[src/design/board_pkg.sv]
`default_nettype none

package board_pkg;

    // board clock and I/O widths.
    localparam int clk_mhz = 100;
    localparam int w_key   = 5;
    localparam int w_sw    = 16;
    localparam int w_led   = 16;
    localparam int w_digit = 8;

    // I2S timing, sck runs at 100 MHz / (2 * 16) = 3.125 MHz.
    localparam int sck_half_cycles  = 16;
    localparam int bits_per_channel = 32;  // sck periods per ws half frame.
    localparam int w_sample         = 24;  // INMP441 word length.

    // each display digit stays lit for 2.5 us.
    localparam int digit_period_cycles = 250;

    typedef logic signed [w_sample-1:0] sample_t;  // two's complement mic sample.

    typedef logic [7:0] segments_t;  // a in bit 7 down to the dot in bit 0.

    typedef logic [w_digit-1:0] digit_sel_t;  // one-hot, active high.

    typedef logic [w_led-1:0] led_t;

    // receiver phase within one I2S frame.
    typedef enum logic [1:0] {
        idle,        // waiting for the first bit tick.
        left_wait,   // left half, bits not captured.
        left_shift,  // left half, shifting data in.
        right_skip   // right half, ignored.
    } i2s_state_t;

endpackage

`default_nettype wire

[src/design/tick_gen.sv]
`default_nettype none

module tick_gen #(
    parameter int period_cycles = 16
) (
    input  logic clk,
    input  logic reset,
    output logic tick
);

    // sized for the terminal count, kept at least one bit wide.
    typedef logic [$clog2(period_cycles > 1 ? period_cycles : 2)-1:0] count_t;

    count_t count;

    always_ff @(posedge clk) begin
        if (reset) begin
            count <= '0;
            tick  <= 1'b0;
        end else if (count == count_t'(period_cycles - 1)) begin
            count <= '0;  // reload at terminal count.
            tick  <= 1'b1;
        end else begin
            count <= count + 1'b1;
            tick  <= 1'b0;
        end
    end

    if (period_cycles > 1) begin : g_single_pulse
        assert property (@(posedge clk) disable iff (reset) tick |=> !tick)
            else $error("tick_gen: tick high on two cycles in a row");
    end

endmodule

`default_nettype wire

[src/design/i2s_receiver.sv]
`default_nettype none

module i2s_receiver (
    input  logic               clk,
    input  logic               reset,
    input  logic               bit_tick,
    input  logic               sd,
    output logic               sck,
    output logic               ws,
    output board_pkg::sample_t sample,
    output logic               sample_valid
);

    typedef logic [$clog2(board_pkg::bits_per_channel)-1:0] bit_cnt_t;

    board_pkg::i2s_state_t          state;
    bit_cnt_t                       bit_cnt;    // sck period within the half frame.
    logic [board_pkg::w_sample-2:0] shift;      // all but the last bit of the word.
    logic                           rise_tick;
    logic                           fall_tick;
    logic                           half_done;

    assign rise_tick = bit_tick && !sck;  // sck about to go high.
    assign fall_tick = bit_tick && sck;   // sck about to go low.
    assign half_done = bit_cnt == bit_cnt_t'(board_pkg::bits_per_channel - 1);

    always_ff @(posedge clk) begin
        if (reset) begin
            state        <= board_pkg::idle;
            sck          <= 1'b0;
            ws           <= 1'b0;
            bit_cnt      <= '0;
            sample_valid <= 1'b0;
        end else begin
            sample_valid <= 1'b0;
            if (bit_tick) begin
                sck <= !sck;
            end
            // ws and the period count move on falling sck edges.
            if (fall_tick && state != board_pkg::idle) begin
                if (half_done) begin
                    bit_cnt <= '0;
                    ws      <= (state != board_pkg::right_skip);
                end else begin
                    bit_cnt <= bit_cnt + 1'b1;
                end
            end
            case (state)
                board_pkg::idle: begin
                    if (bit_tick) begin
                        state   <= board_pkg::left_wait;
                        bit_cnt <= bit_cnt_t'(board_pkg::bits_per_channel - 1);  // short first half.
                    end
                end
                board_pkg::left_wait: begin
                    if (fall_tick && half_done) begin
                        state <= board_pkg::right_skip;
                    end else if (fall_tick && bit_cnt == '0) begin
                        state <= board_pkg::left_shift;  // one-bit I2S delay is over.
                    end
                end
                board_pkg::left_shift: begin
                    if (rise_tick) begin
                        shift <= {shift[board_pkg::w_sample-3:0], sd};
                        if (bit_cnt == bit_cnt_t'(board_pkg::w_sample)) begin
                            sample       <= {shift, sd};  // lsb arrives on this edge.
                            sample_valid <= 1'b1;
                            state        <= board_pkg::left_wait;
                        end
                    end
                end
                board_pkg::right_skip: begin
                    if (fall_tick && half_done) begin
                        state <= board_pkg::left_wait;
                    end
                end
                default: state <= board_pkg::idle;
            endcase
        end
    end

    assert property (@(posedge clk) disable iff (reset) $changed(ws) |-> $fell(sck))
        else $error("i2s_receiver: ws changed away from a falling sck edge");

    assert property (@(posedge clk) disable iff (reset) sample_valid |=> !sample_valid)
        else $error("i2s_receiver: sample_valid longer than one cycle");

    assert property (@(posedge clk) disable iff (reset) sample_valid |-> !ws)
        else $error("i2s_receiver: sample_valid outside the left channel");

endmodule

`default_nettype wire

[src/design/level_meter.sv]
`default_nettype none

module level_meter (
    input  logic               clk,
    input  logic               reset,
    input  board_pkg::sample_t sample,
    input  logic               sample_valid,
    input  logic               peak_clear,
    output board_pkg::led_t    led
);

    // bar bit 0 lights once the peak reaches bit 7.
    localparam int led_offset = 7;

    logic [board_pkg::w_sample-1:0] magnitude;
    logic [board_pkg::w_sample-1:0] peak;
    board_pkg::led_t                bar;

    // one's complement keeps the most negative sample in range.
    assign magnitude = sample[board_pkg::w_sample-1] ? ~sample : sample;

    always_comb begin
        for (int i = 0; i < board_pkg::w_led; i++) begin
            bar[i] = (peak >> (i + led_offset)) != '0;  // highest set bit at i+7 or above.
        end
    end

    always_ff @(posedge clk) begin
        if (reset) begin
            peak <= '0;
            led  <= '0;
        end else begin
            if (peak_clear) begin
                peak <= '0;  // clear wins over a new sample.
            end else if (sample_valid && magnitude > peak) begin
                peak <= magnitude;
            end
            led <= bar;
        end
    end

    assert property (@(posedge clk) disable iff (reset) (led & (led + 1'b1)) == '0)
        else $error("level_meter: led %h is not a thermometer", led);

endmodule

`default_nettype wire

[src/design/seven_seg_display.sv]
`default_nettype none

module seven_seg_display (
    input  logic                   clk,
    input  logic                   reset,
    input  board_pkg::sample_t     sample,
    input  logic                   sample_valid,
    input  logic                   freeze,
    input  logic                   scan_tick,
    output board_pkg::segments_t   segments,
    output board_pkg::digit_sel_t  digit
);

    board_pkg::sample_t                    shown;
    logic [4*board_pkg::w_digit-1:0]       shown_wide;  // zero nibbles above the sample.
    logic [$clog2(board_pkg::w_digit)-1:0] index;
    logic                                  lit;         // set by the first scan tick.
    logic [3:0]                            nibble;
    board_pkg::segments_t                  pattern;

    assign shown_wide = {{(4 * board_pkg::w_digit - board_pkg::w_sample){1'b0}}, shown};
    assign nibble     = shown_wide[{index, 2'b00} +: 4];

    always_comb begin
        case (nibble)        // abcdefg plus dot.
            4'h0: pattern = 8'b1111_1100;
            4'h1: pattern = 8'b0110_0000;
            4'h2: pattern = 8'b1101_1010;
            4'h3: pattern = 8'b1111_0010;
            4'h4: pattern = 8'b0110_0110;
            4'h5: pattern = 8'b1011_0110;
            4'h6: pattern = 8'b1011_1110;
            4'h7: pattern = 8'b1110_0000;
            4'h8: pattern = 8'b1111_1110;
            4'h9: pattern = 8'b1111_0110;
            4'ha: pattern = 8'b1110_1110;
            4'hb: pattern = 8'b0011_1110;
            4'hc: pattern = 8'b1001_1100;
            4'hd: pattern = 8'b0111_1010;
            4'he: pattern = 8'b1001_1110;
            default: pattern = 8'b1000_1110;
        endcase
    end

    always_ff @(posedge clk) begin
        if (reset) begin
            shown    <= '0;
            index    <= '0;
            lit      <= 1'b0;
            segments <= '0;  // blank.
            digit    <= '0;  // no anode on.
        end else begin
            if (sample_valid && !freeze) begin
                shown <= sample;
            end
            if (scan_tick) begin
                lit <= 1'b1;
                if (lit) begin
                    index <= index + 1'b1;  // wraps from 7 to 0.
                end
            end
            // select and pattern leave the same register stage.
            if (lit) begin
                digit <= board_pkg::digit_sel_t'(1) << index;
            end
            if (lit && int'(index) < board_pkg::w_sample / 4) begin
                segments <= pattern;
            end else begin
                segments <= '0;  // upper digits stay dark.
            end
        end
    end

    assert property (@(posedge clk) disable iff (reset) $onehot0(digit))
        else $error("seven_seg_display: digit select %b not one-hot", digit);

endmodule

`default_nettype wire

[src/design/lab_top.sv]
`default_nettype none

module lab_top (
    input  logic                         clk,
    input  logic                         reset,
    input  logic [board_pkg::w_key-1:0]  key,
    input  logic [board_pkg::w_sw-1:0]   sw,
    input  logic                         sd,
    output logic                         sck,
    output logic                         ws,
    output board_pkg::led_t              led,
    output board_pkg::segments_t         segments,
    output board_pkg::digit_sel_t        digit
);

    logic               bit_tick;
    logic               scan_tick;
    board_pkg::sample_t sample;
    logic               sample_valid;

    // INMP441 accepts sck from 0.5 to 3.2 MHz.
    initial begin
        assert (board_pkg::clk_mhz * 1000 / (2 * board_pkg::sck_half_cycles) <= 3200 &&
                board_pkg::clk_mhz * 1000 / (2 * board_pkg::sck_half_cycles) >= 500)
            else $error("lab_top: sck outside the microphone range");
    end

    tick_gen #(.period_cycles(board_pkg::sck_half_cycles)) u_bit_tick (
        .clk   (clk),
        .reset (reset),
        .tick  (bit_tick)
    );

    tick_gen #(.period_cycles(board_pkg::digit_period_cycles)) u_scan_tick (
        .clk   (clk),
        .reset (reset),
        .tick  (scan_tick)
    );

    i2s_receiver u_i2s_receiver (
        .clk          (clk),
        .reset        (reset),
        .bit_tick     (bit_tick),
        .sd           (sd),
        .sck          (sck),
        .ws           (ws),
        .sample       (sample),
        .sample_valid (sample_valid)
    );

    level_meter u_level_meter (
        .clk          (clk),
        .reset        (reset),
        .sample       (sample),
        .sample_valid (sample_valid),
        .peak_clear   (key[1]),  // btnc in the board key order.
        .led          (led)
    );

    seven_seg_display u_seven_seg_display (
        .clk          (clk),
        .reset        (reset),
        .sample       (sample),
        .sample_valid (sample_valid),
        .freeze       (sw[0]),
        .scan_tick    (scan_tick),
        .segments     (segments),
        .digit        (digit)
    );

endmodule

`default_nettype wire

[src/design/board_top.sv]
`default_nettype none

module board_top (
    input  logic                          clk,
    input  logic                          reset,
    input  logic                          btnc,
    input  logic                          btnu,
    input  logic                          btnl,
    input  logic                          btnr,
    input  logic                          btnd,
    input  logic [board_pkg::w_sw-1:0]    sw,
    output board_pkg::led_t               led,
    output logic                          ca,
    output logic                          cb,
    output logic                          cc,
    output logic                          cd,
    output logic                          ce,
    output logic                          cf,
    output logic                          cg,
    output logic                          dp,
    output logic [board_pkg::w_digit-1:0] an,
    output logic                          jd_lr,
    output logic                          jd_ws,
    output logic                          jd_sck,
    input  logic                          jd_sd,
    output logic                          jd_gnd,
    output logic                          jd_vcc
);

    board_pkg::segments_t  segments;
    board_pkg::digit_sel_t digit;

    assign {ca, cb, cc, cd, ce, cf, cg, dp} = ~segments;  // cathodes are active low.
    assign an = ~digit;

    assign jd_lr  = 1'b0;  // mic answers in the left slot.
    assign jd_gnd = 1'b0;
    assign jd_vcc = 1'b1;

    lab_top u_lab_top (
        .clk      (clk),
        .reset    (reset),
        .key      ({btnd, btnu, btnl, btnc, btnr}),
        .sw       (sw),
        .sd       (jd_sd),
        .sck      (jd_sck),
        .ws       (jd_ws),
        .led      (led),
        .segments (segments),
        .digit    (digit)
    );

endmodule

`default_nettype wire

[config.mk]
export PLATFORM = sky130hd
export DESIGN_NAME = board_top
export DESIGN_NICKNAME = d
export VERILOG_FILES = /design/src/design/board_pkg.sv /design/src/design/tick_gen.sv /design/src/design/i2s_receiver.sv /design/src/design/level_meter.sv /design/src/design/seven_seg_display.sv /design/src/design/lab_top.sv /design/src/design/board_top.sv
export SDC_FILE = /design/constraint.sdc
export NUM_CORES = 1
export LEC_CHECK = 0
export BUFFER_PORTS_ARGS = -buffer_cell sky130_fd_sc_hd__buf_2
export CAP_MARGIN = 0
export CORE_MARGIN = 10
export CORE_UTILIZATION = 52
export CTS_CLUSTER_SIZE = 10
export DETAILED_ROUTE_END_ITERATION = 12
export PLACE_DENSITY = 0.69
export SYNTH_ARGS = -nofsm -noshare
export SYNTH_HDL_FRONTEND = slang
export SYNTH_SLANG_ARGS = --single-unit
[constraint.sdc]
create_clock -name clk -period 8 [get_ports clk]
set_clock_uncertainty 0.15 [all_clocks]
set_input_delay 0.4 -clock clk [delete_from_list [all_inputs] [get_ports clk]]
set_output_delay 0.4 -clock clk [all_outputs]
set_load 0.02 [all_outputs]
Word-level counts from Yosys, hierarchy flattened
Memory sizes are Yosys's and may differ from the RTL's. A register that Yosys moved wholly into a read port is not among the register bits.
Cells that the tools add are included.

storage, ports and cells
  register bits after elaboration = 155
  memory bits (read-only) = 112
  logic and storage cells = 101
  memories = 1

operators by class
  $add $sub $neg = 4
  $lt $le $gt $ge = 2
  equality and inequality tests = 13
  shift-type cells = 2
  multiplexer cells = 15
  bitwise operators = 7
  reductions and logical operators = 39

memory list
  memory            depth  width  read ports  clocked after Yosys merged registers in  write ports  RTL line                 source
  (name not given)  16     7      1           1                                        0            seven_seg_display.sv:25  case (nibble)

operator list
  kind                                             number
  nonzero test 24 bit                              16
  variable part select 32 x 6 -> 4 bit             1
  > comparator 24 bit                              1
  two-way mux 24 bit                               1
  NOT 24 bit                                       1
  two-way mux 5 bit                                4
  NOT 8 bit                                        2
  two-way mux 2 bit                                6
  == test 5 bit, second input constant             2
  adder 8 x 1 -> 8 bit, second input constant      1
  == test 8 bit, second input constant             1
  logical AND 1 bit                                8
  inequality test 2 bit, second input constant     4
  case mux 2 bit (4 select lines)                  1
  OR reduction 2 bit                               4
  left shift 1 x 3 -> 8 bit, first input constant  1
  adder 5 x 1 -> 5 bit, second input constant      1
  zero test 5 bit                                  1
  AND reduction 5 bit                              1
  adder 4 x 1 -> 4 bit, second input constant      1
  == test 2 bit, second input constant             2
  == test 4 bit, second input constant             1
  NOT 1 bit                                        4
  AND reduction 2 bit                              2
  other kinds (12)                                 15

Longest topological paths before layout
  depth after elaboration = 5
  mapped depth = 11
  gate-level depth less buffers = 8

Cells and area by module
A second synthesis with hierarchy kept.

second synthesis, totals
  cells, all modules = 673
  area total of the unflattened synthesis = 6877.8 um^2

by module, submodules not included
  module                             times used  cells an instance  area each (um^2)
  level_meter                        1           230                2118.3
  seven_seg_display                  1           249                2098.3
  i2s_receiver                       1           113                1995.7
  tick_gen at u_lab_top.u_scan_tick  1           43                 386.6
  tick_gen at u_lab_top.u_bit_tick   1           17                 188.9
  board_top                          1           21                 90.1

Least setup slack after synthesis
Ideal clock, no wire load.

  kind = input to register
  start point = in reset
  end point = reg u_lab_top.u_i2s_receiver.shift[0] in the netlist's numbering (enable)
  library setup time = 0.432 ns
  arrival = 2.360 ns
  data required time = 7.418 ns
  path slack = 5.058 ns
  stages = 4
  path through = clkbuf_1 -> nor2_1 -> nand2_1 -> nor3_1

on the way
  word-level cells in the longest chain between the ends = 2

ends and longest elaborated chain
  element                        RTL line            source
  from (decl)                    board_top.sv:5      input logic reset,
  NOT 1 bit (no line)            --
  AND reduction 3 bit (no line)  --
  to (signal assigned)           i2s_receiver.sv:64  shift <= {shift[board_pkg::w_sample-3:0], sd};
  to (decl)                      i2s_receiver.sv:18  logic [board_pkg::w_sample-2:0] shift;

No other way between the ends.
A chain may end at the register's enable or synchronous reset.

Worst setup path after layout
  start point = reg u_lab_top.u_i2s_receiver.sample[23]
  end point = reg u_lab_top.u_level_meter.peak[5] in the netlist's numbering

RTL lines
  element                                         RTL line            source
  from (decl)                                     i2s_receiver.sv:10  output board_pkg::sample_t sample,
  from (signal assigned)                          i2s_receiver.sv:66  sample <= {shift, sd};
  two-way mux 24 bit                              level_meter.sv:20   assign magnitude = sample[board_pkg::w_sample-1] ? ~sample : sample;
  via u_lab_top.u_level_meter.magnitude, one bit  level_meter.sv:15   logic [board_pkg::w_sample-1:0] magnitude;
  > comparator 24 bit                             level_meter.sv:35   end else if (sample_valid && magnitude > peak) begin
  logical AND 1 bit                               level_meter.sv:35
  to (signal assigned)                            level_meter.sv:36   peak <= magnitude;
  to (decl)                                       level_meter.sv:16   logic [board_pkg::w_sample-1:0] peak;

The timed path passes the listed nets, and every way through them passes these cells.

==> flow_metrics.tcl <==
set metrics [dict create \
    outcome "finished clean" \
    place_congestion 0.8186 \
    fin_crit_sh 0.4624 \
    relSlewSlack 0.1837 \
    worst_pin_slew_ps 1224 \
    slowest_stage "edfxtp_1" \
    synth_edf_count 47 \
    min_period_ps 3699 \
    clk_latency_ps 410 \
    ys_async_sr_fraction 0 \
    ctsHoldBuffers 0 \
    rsz0062_at_grt "false" \
    power.share.clock 0.465 \
    antenna_cells 0 \
    clock.fmax_mhz 270.4 \
    drv_slew 0 \
    synth_seq_cells 153 \
    num_vias 4561 \
    r2r-end "u_lab_top.u_level_meter.peak[5]" \
    cp-start-kind "flop" \
    routedWlPerCell_um 14.08 \
    drc 0 \
    synth.most_common_cell "nand2_1" \
    root_buffer "clkbuf_16" \
    finalSetupViolations 0 \
    dp_cells 845 \
    worstPathCellList "xor2_1, ha_1, nand4_1, nor4_1, o21a_1, o311a_1, buf_4, mux2i_1" \
    cp_num_buf_inv 1 \
    reg2regPathDepth 8 \
    die_y_um 133.2 \
    min_to "u_lab_top.u_i2s_receiver.shift[0]" \
    synth.top_cells.by_area "dfxtp_1 32%, edfxtp_1 21%, ha_1 7.9%" \
    grt_pass1_wl_um 20870 \
    p_int_w 0.001212 \
    cpLargestDelayFamily "flip-flops" \
    area_growth_pct 12.36 \
    fillCellCount 1032 \
    synth_area_leader_cell "dfxtp_1" \
    total_power_w 0.001533 \
    floorplan.initialDensity 0.5301 \
    slowest_delay_ps 1170 \
    syn_avg_cell_area_sq_um 10.08 \
    die_width_um 133.2 \
    p_sw_frac 0.2093 \
    holdPathStages 1 \
    grt_pass1_vias 4423 \
    io-pin-count 61 \
    p_leak_nw 2.774 \
    path_clk_slew_ps 60 \
    track_usage 0.1428 \
    final_util 0.5956 \
    post_cts_buffers 0 \
    crit_arrival_ps 3880 \
    cts_tree "done" \
    ctsResizeCount 0 \
    drt_iter0_drc 221 \
    ys_seq_area_frac 0.5303 \
    routed_via_density 5.201 \
    grt_max_degree 68 \
    yosysUniqueCellTypes 49 \
    antenna_found_initial 0 \
    cts_max_level 4 \
    nets 758 \
    synthCells 661 \
    synth_top_area_share 0.3185 \
    wl_um 12350 \
    num_rows 41 \
    synth_area_sq_um 6663 \
    synthFlopType "dfxtp_1" \
    ir_drop_v 0.0001215 \
    final_hold_viol_count 0 \
    powerDensity_nw_per_um2 204.7 \
    hpwlAfterDp_um 8638 \
    final_layout_size_suffix_gt1_frac 0.1220 \
    worstHoldPathType "input pin to flop" \
    gr-total-overflow 0 \
    p_sw_w 0.0003208 \
    hold_start "jd_sd" \
    first_pass_iters 4 \
    comb_power_share 0.013 \
    synth_commonest_cells "109 x nand2_1, 106 x dfxtp_1, 56 x a21oi_1" \
    stdcell_count 877 \
    die-area_sq_um 17740 \
    cp_max_fo 24 \
    fin_setup_tns_ps 0 \
    port_buffers 37 \
    postRouteAntennaNets 0 \
    end_kind "flop" \
    max_cap_violations 0 \
    criticalPathCategory "flop to flop" \
    rr_startpoint "u_lab_top.u_i2s_receiver.sample[23]" \
    r2r_setup_slack_ps 4300 \
    cp.required_ps 8180 \
    core_area_sq_um 12570 \
    ys_warn_count 0 \
    seqPwrFrac 0.522 \
    clkSinkCount 153 \
    cts_inserted_buffers 17 \
    cts_buffer_depth 2 \
]
sequential cells by signal, summed over array words and instances, names as in the netlist:
signal / count
u_lab_top.u_seven_seg_display.lit: 1
u_lab_top.u_seven_seg_display.digit: 8
u_lab_top.u_level_meter.peak: 23
u_lab_top.u_i2s_receiver.sample_valid: 1
u_lab_top.u_i2s_receiver.ws: 1
u_lab_top.u_i2s_receiver.sck: 1
u_lab_top.u_scan_tick.tick: 1
u_lab_top.u_i2s_receiver.state: 2
u_lab_top.u_bit_tick.count: 4
u_lab_top.u_seven_seg_display.segments: 7
u_lab_top.u_i2s_receiver.bit_cnt: 5
u_lab_top.u_seven_seg_display.index: 3
u_lab_top.u_seven_seg_display.shown: 24
u_lab_top.u_scan_tick.count: 8
u_lab_top.u_i2s_receiver.shift: 23
u_lab_top.u_level_meter.led: 16
u_lab_top.u_i2s_receiver.sample: 24
u_lab_top.u_bit_tick.tick: 1
cells in the final DEF, fill, tap and decap left out, types with 3 or more instances in the layout:
cell,n
clkinvlp_4,5
buf_4,6
a21oi_1,56
nor2_1,41
nor3_1,9
a31oi_1,4
nand2_1,109
xor2_1,25
buf_2,37
edfxtp_1,47
nor2b_1,4
o21ai_0,14
xnor2_1,6
dfxtp_1,106
and3_1,4
nand4_1,6
nor4_1,5
a211oi_1,7
a22oi_1,4
nand2b_1,8
a2bb2oi_1,3
mux2i_1,26
mux2_2,5
inv_1,53
clkbuf_16,17
ha_1,42
clkinv_1,3
conb_1,4
nand3_1,11
power groups by stage:
stage	Clock [W]	Combinational, W	Sequential (W)
5_1_grt	0.000762	0.0000227	0.000800
3_3_place_gp	0	0.0000192	0.000816
2_1_floorplan	0	0.0000168	0.000816
3_5_place_dp	0	0.0000199	0.000817
4_1_cts	0.000728	0.0000199	0.000800
6_report	0.000713	0.0000198	0.000800
layer usage:
metal  track usage  vias to the layer above  routed length [um]
li1              -                     2311                   -
met1        0.1674                     2153                5612
met2        0.2349                       84                5884
met3       0.04474                       13                 682
met4       0.06469                        0                 168
met5             0                        -                   0
area by class of cell:
| class | instances | area, sq um | area share |
|---|---|---|---|
| sequential | 153 | 3533 | 0.4720 |
| multi-input combinational | 424 | 2775 | 0.3707 |
| clock buffer | 20 | 456.7 | 0.06101 |
| timing repair buffer | 43 | 230.2 | 0.03075 |
| tap | 172 | 215.2 | 0.02875 |
| inverter | 53 | 198.9 | 0.02658 |
| clock inverter | 12 | 76.32 | 0.01020 |
worst max-delay path by stage:
stage / start / to / slack, ps / cells after the start
final: u_lab_top.u_i2s_receiver.sample[23] / u_lab_top.u_level_meter.peak[5] / 4300 / 8
after global routing: u_lab_top.u_i2s_receiver.sample[23] / u_lab_top.u_level_meter.peak[10] / 4040 / 8
after CTS: u_lab_top.u_i2s_receiver.sample[23] / u_lab_top.u_level_meter.peak[5] / 4260 / 8
after detailed placement: u_lab_top.u_i2s_receiver.sample[23] / u_lab_top.u_level_meter.peak[5] / 4270 / 8
after global placement: u_lab_top.u_i2s_receiver.sample[23] / u_lab_top.u_level_meter.peak[1] / 4430 / 8
after floorplan: reset / u_lab_top.u_i2s_receiver.shift[0] / 5060 / 4
per-stage QoR:
step | area, sq um | hold WS, ps | setup slack (ps)
floorplan | 6670 | 250.3 | 5058
global placement | 6953 | 254.9 | 4430
detailed placement | 6953 | 266.0 | 4270
CTS | 7486 | 15.62 | 4263
global route | 7486 | 31.19 | 4044
finish | 7486 | 38.33 | 4301
logic make-up after synthesis:
| kind of cell | Yosys count | synth area share |
|---|---|---|
| other | 2 | 0.001127 |
| AND/OR/NAND/NOR | 211 | 0.1395 |
| multiplexers | 35 | 0.06216 |
| buffers and inverters | 86 | 0.05577 |
| XOR/XNOR | 31 | 0.04075 |
| AO/OA/AOI/OAI | 101 | 0.09146 |
| adder cells (fa/ha/maj) | 42 | 0.07887 |
| flip-flops | 153 | 0.5303 |
Note: power is estimated with default switching activity, not from simulation.
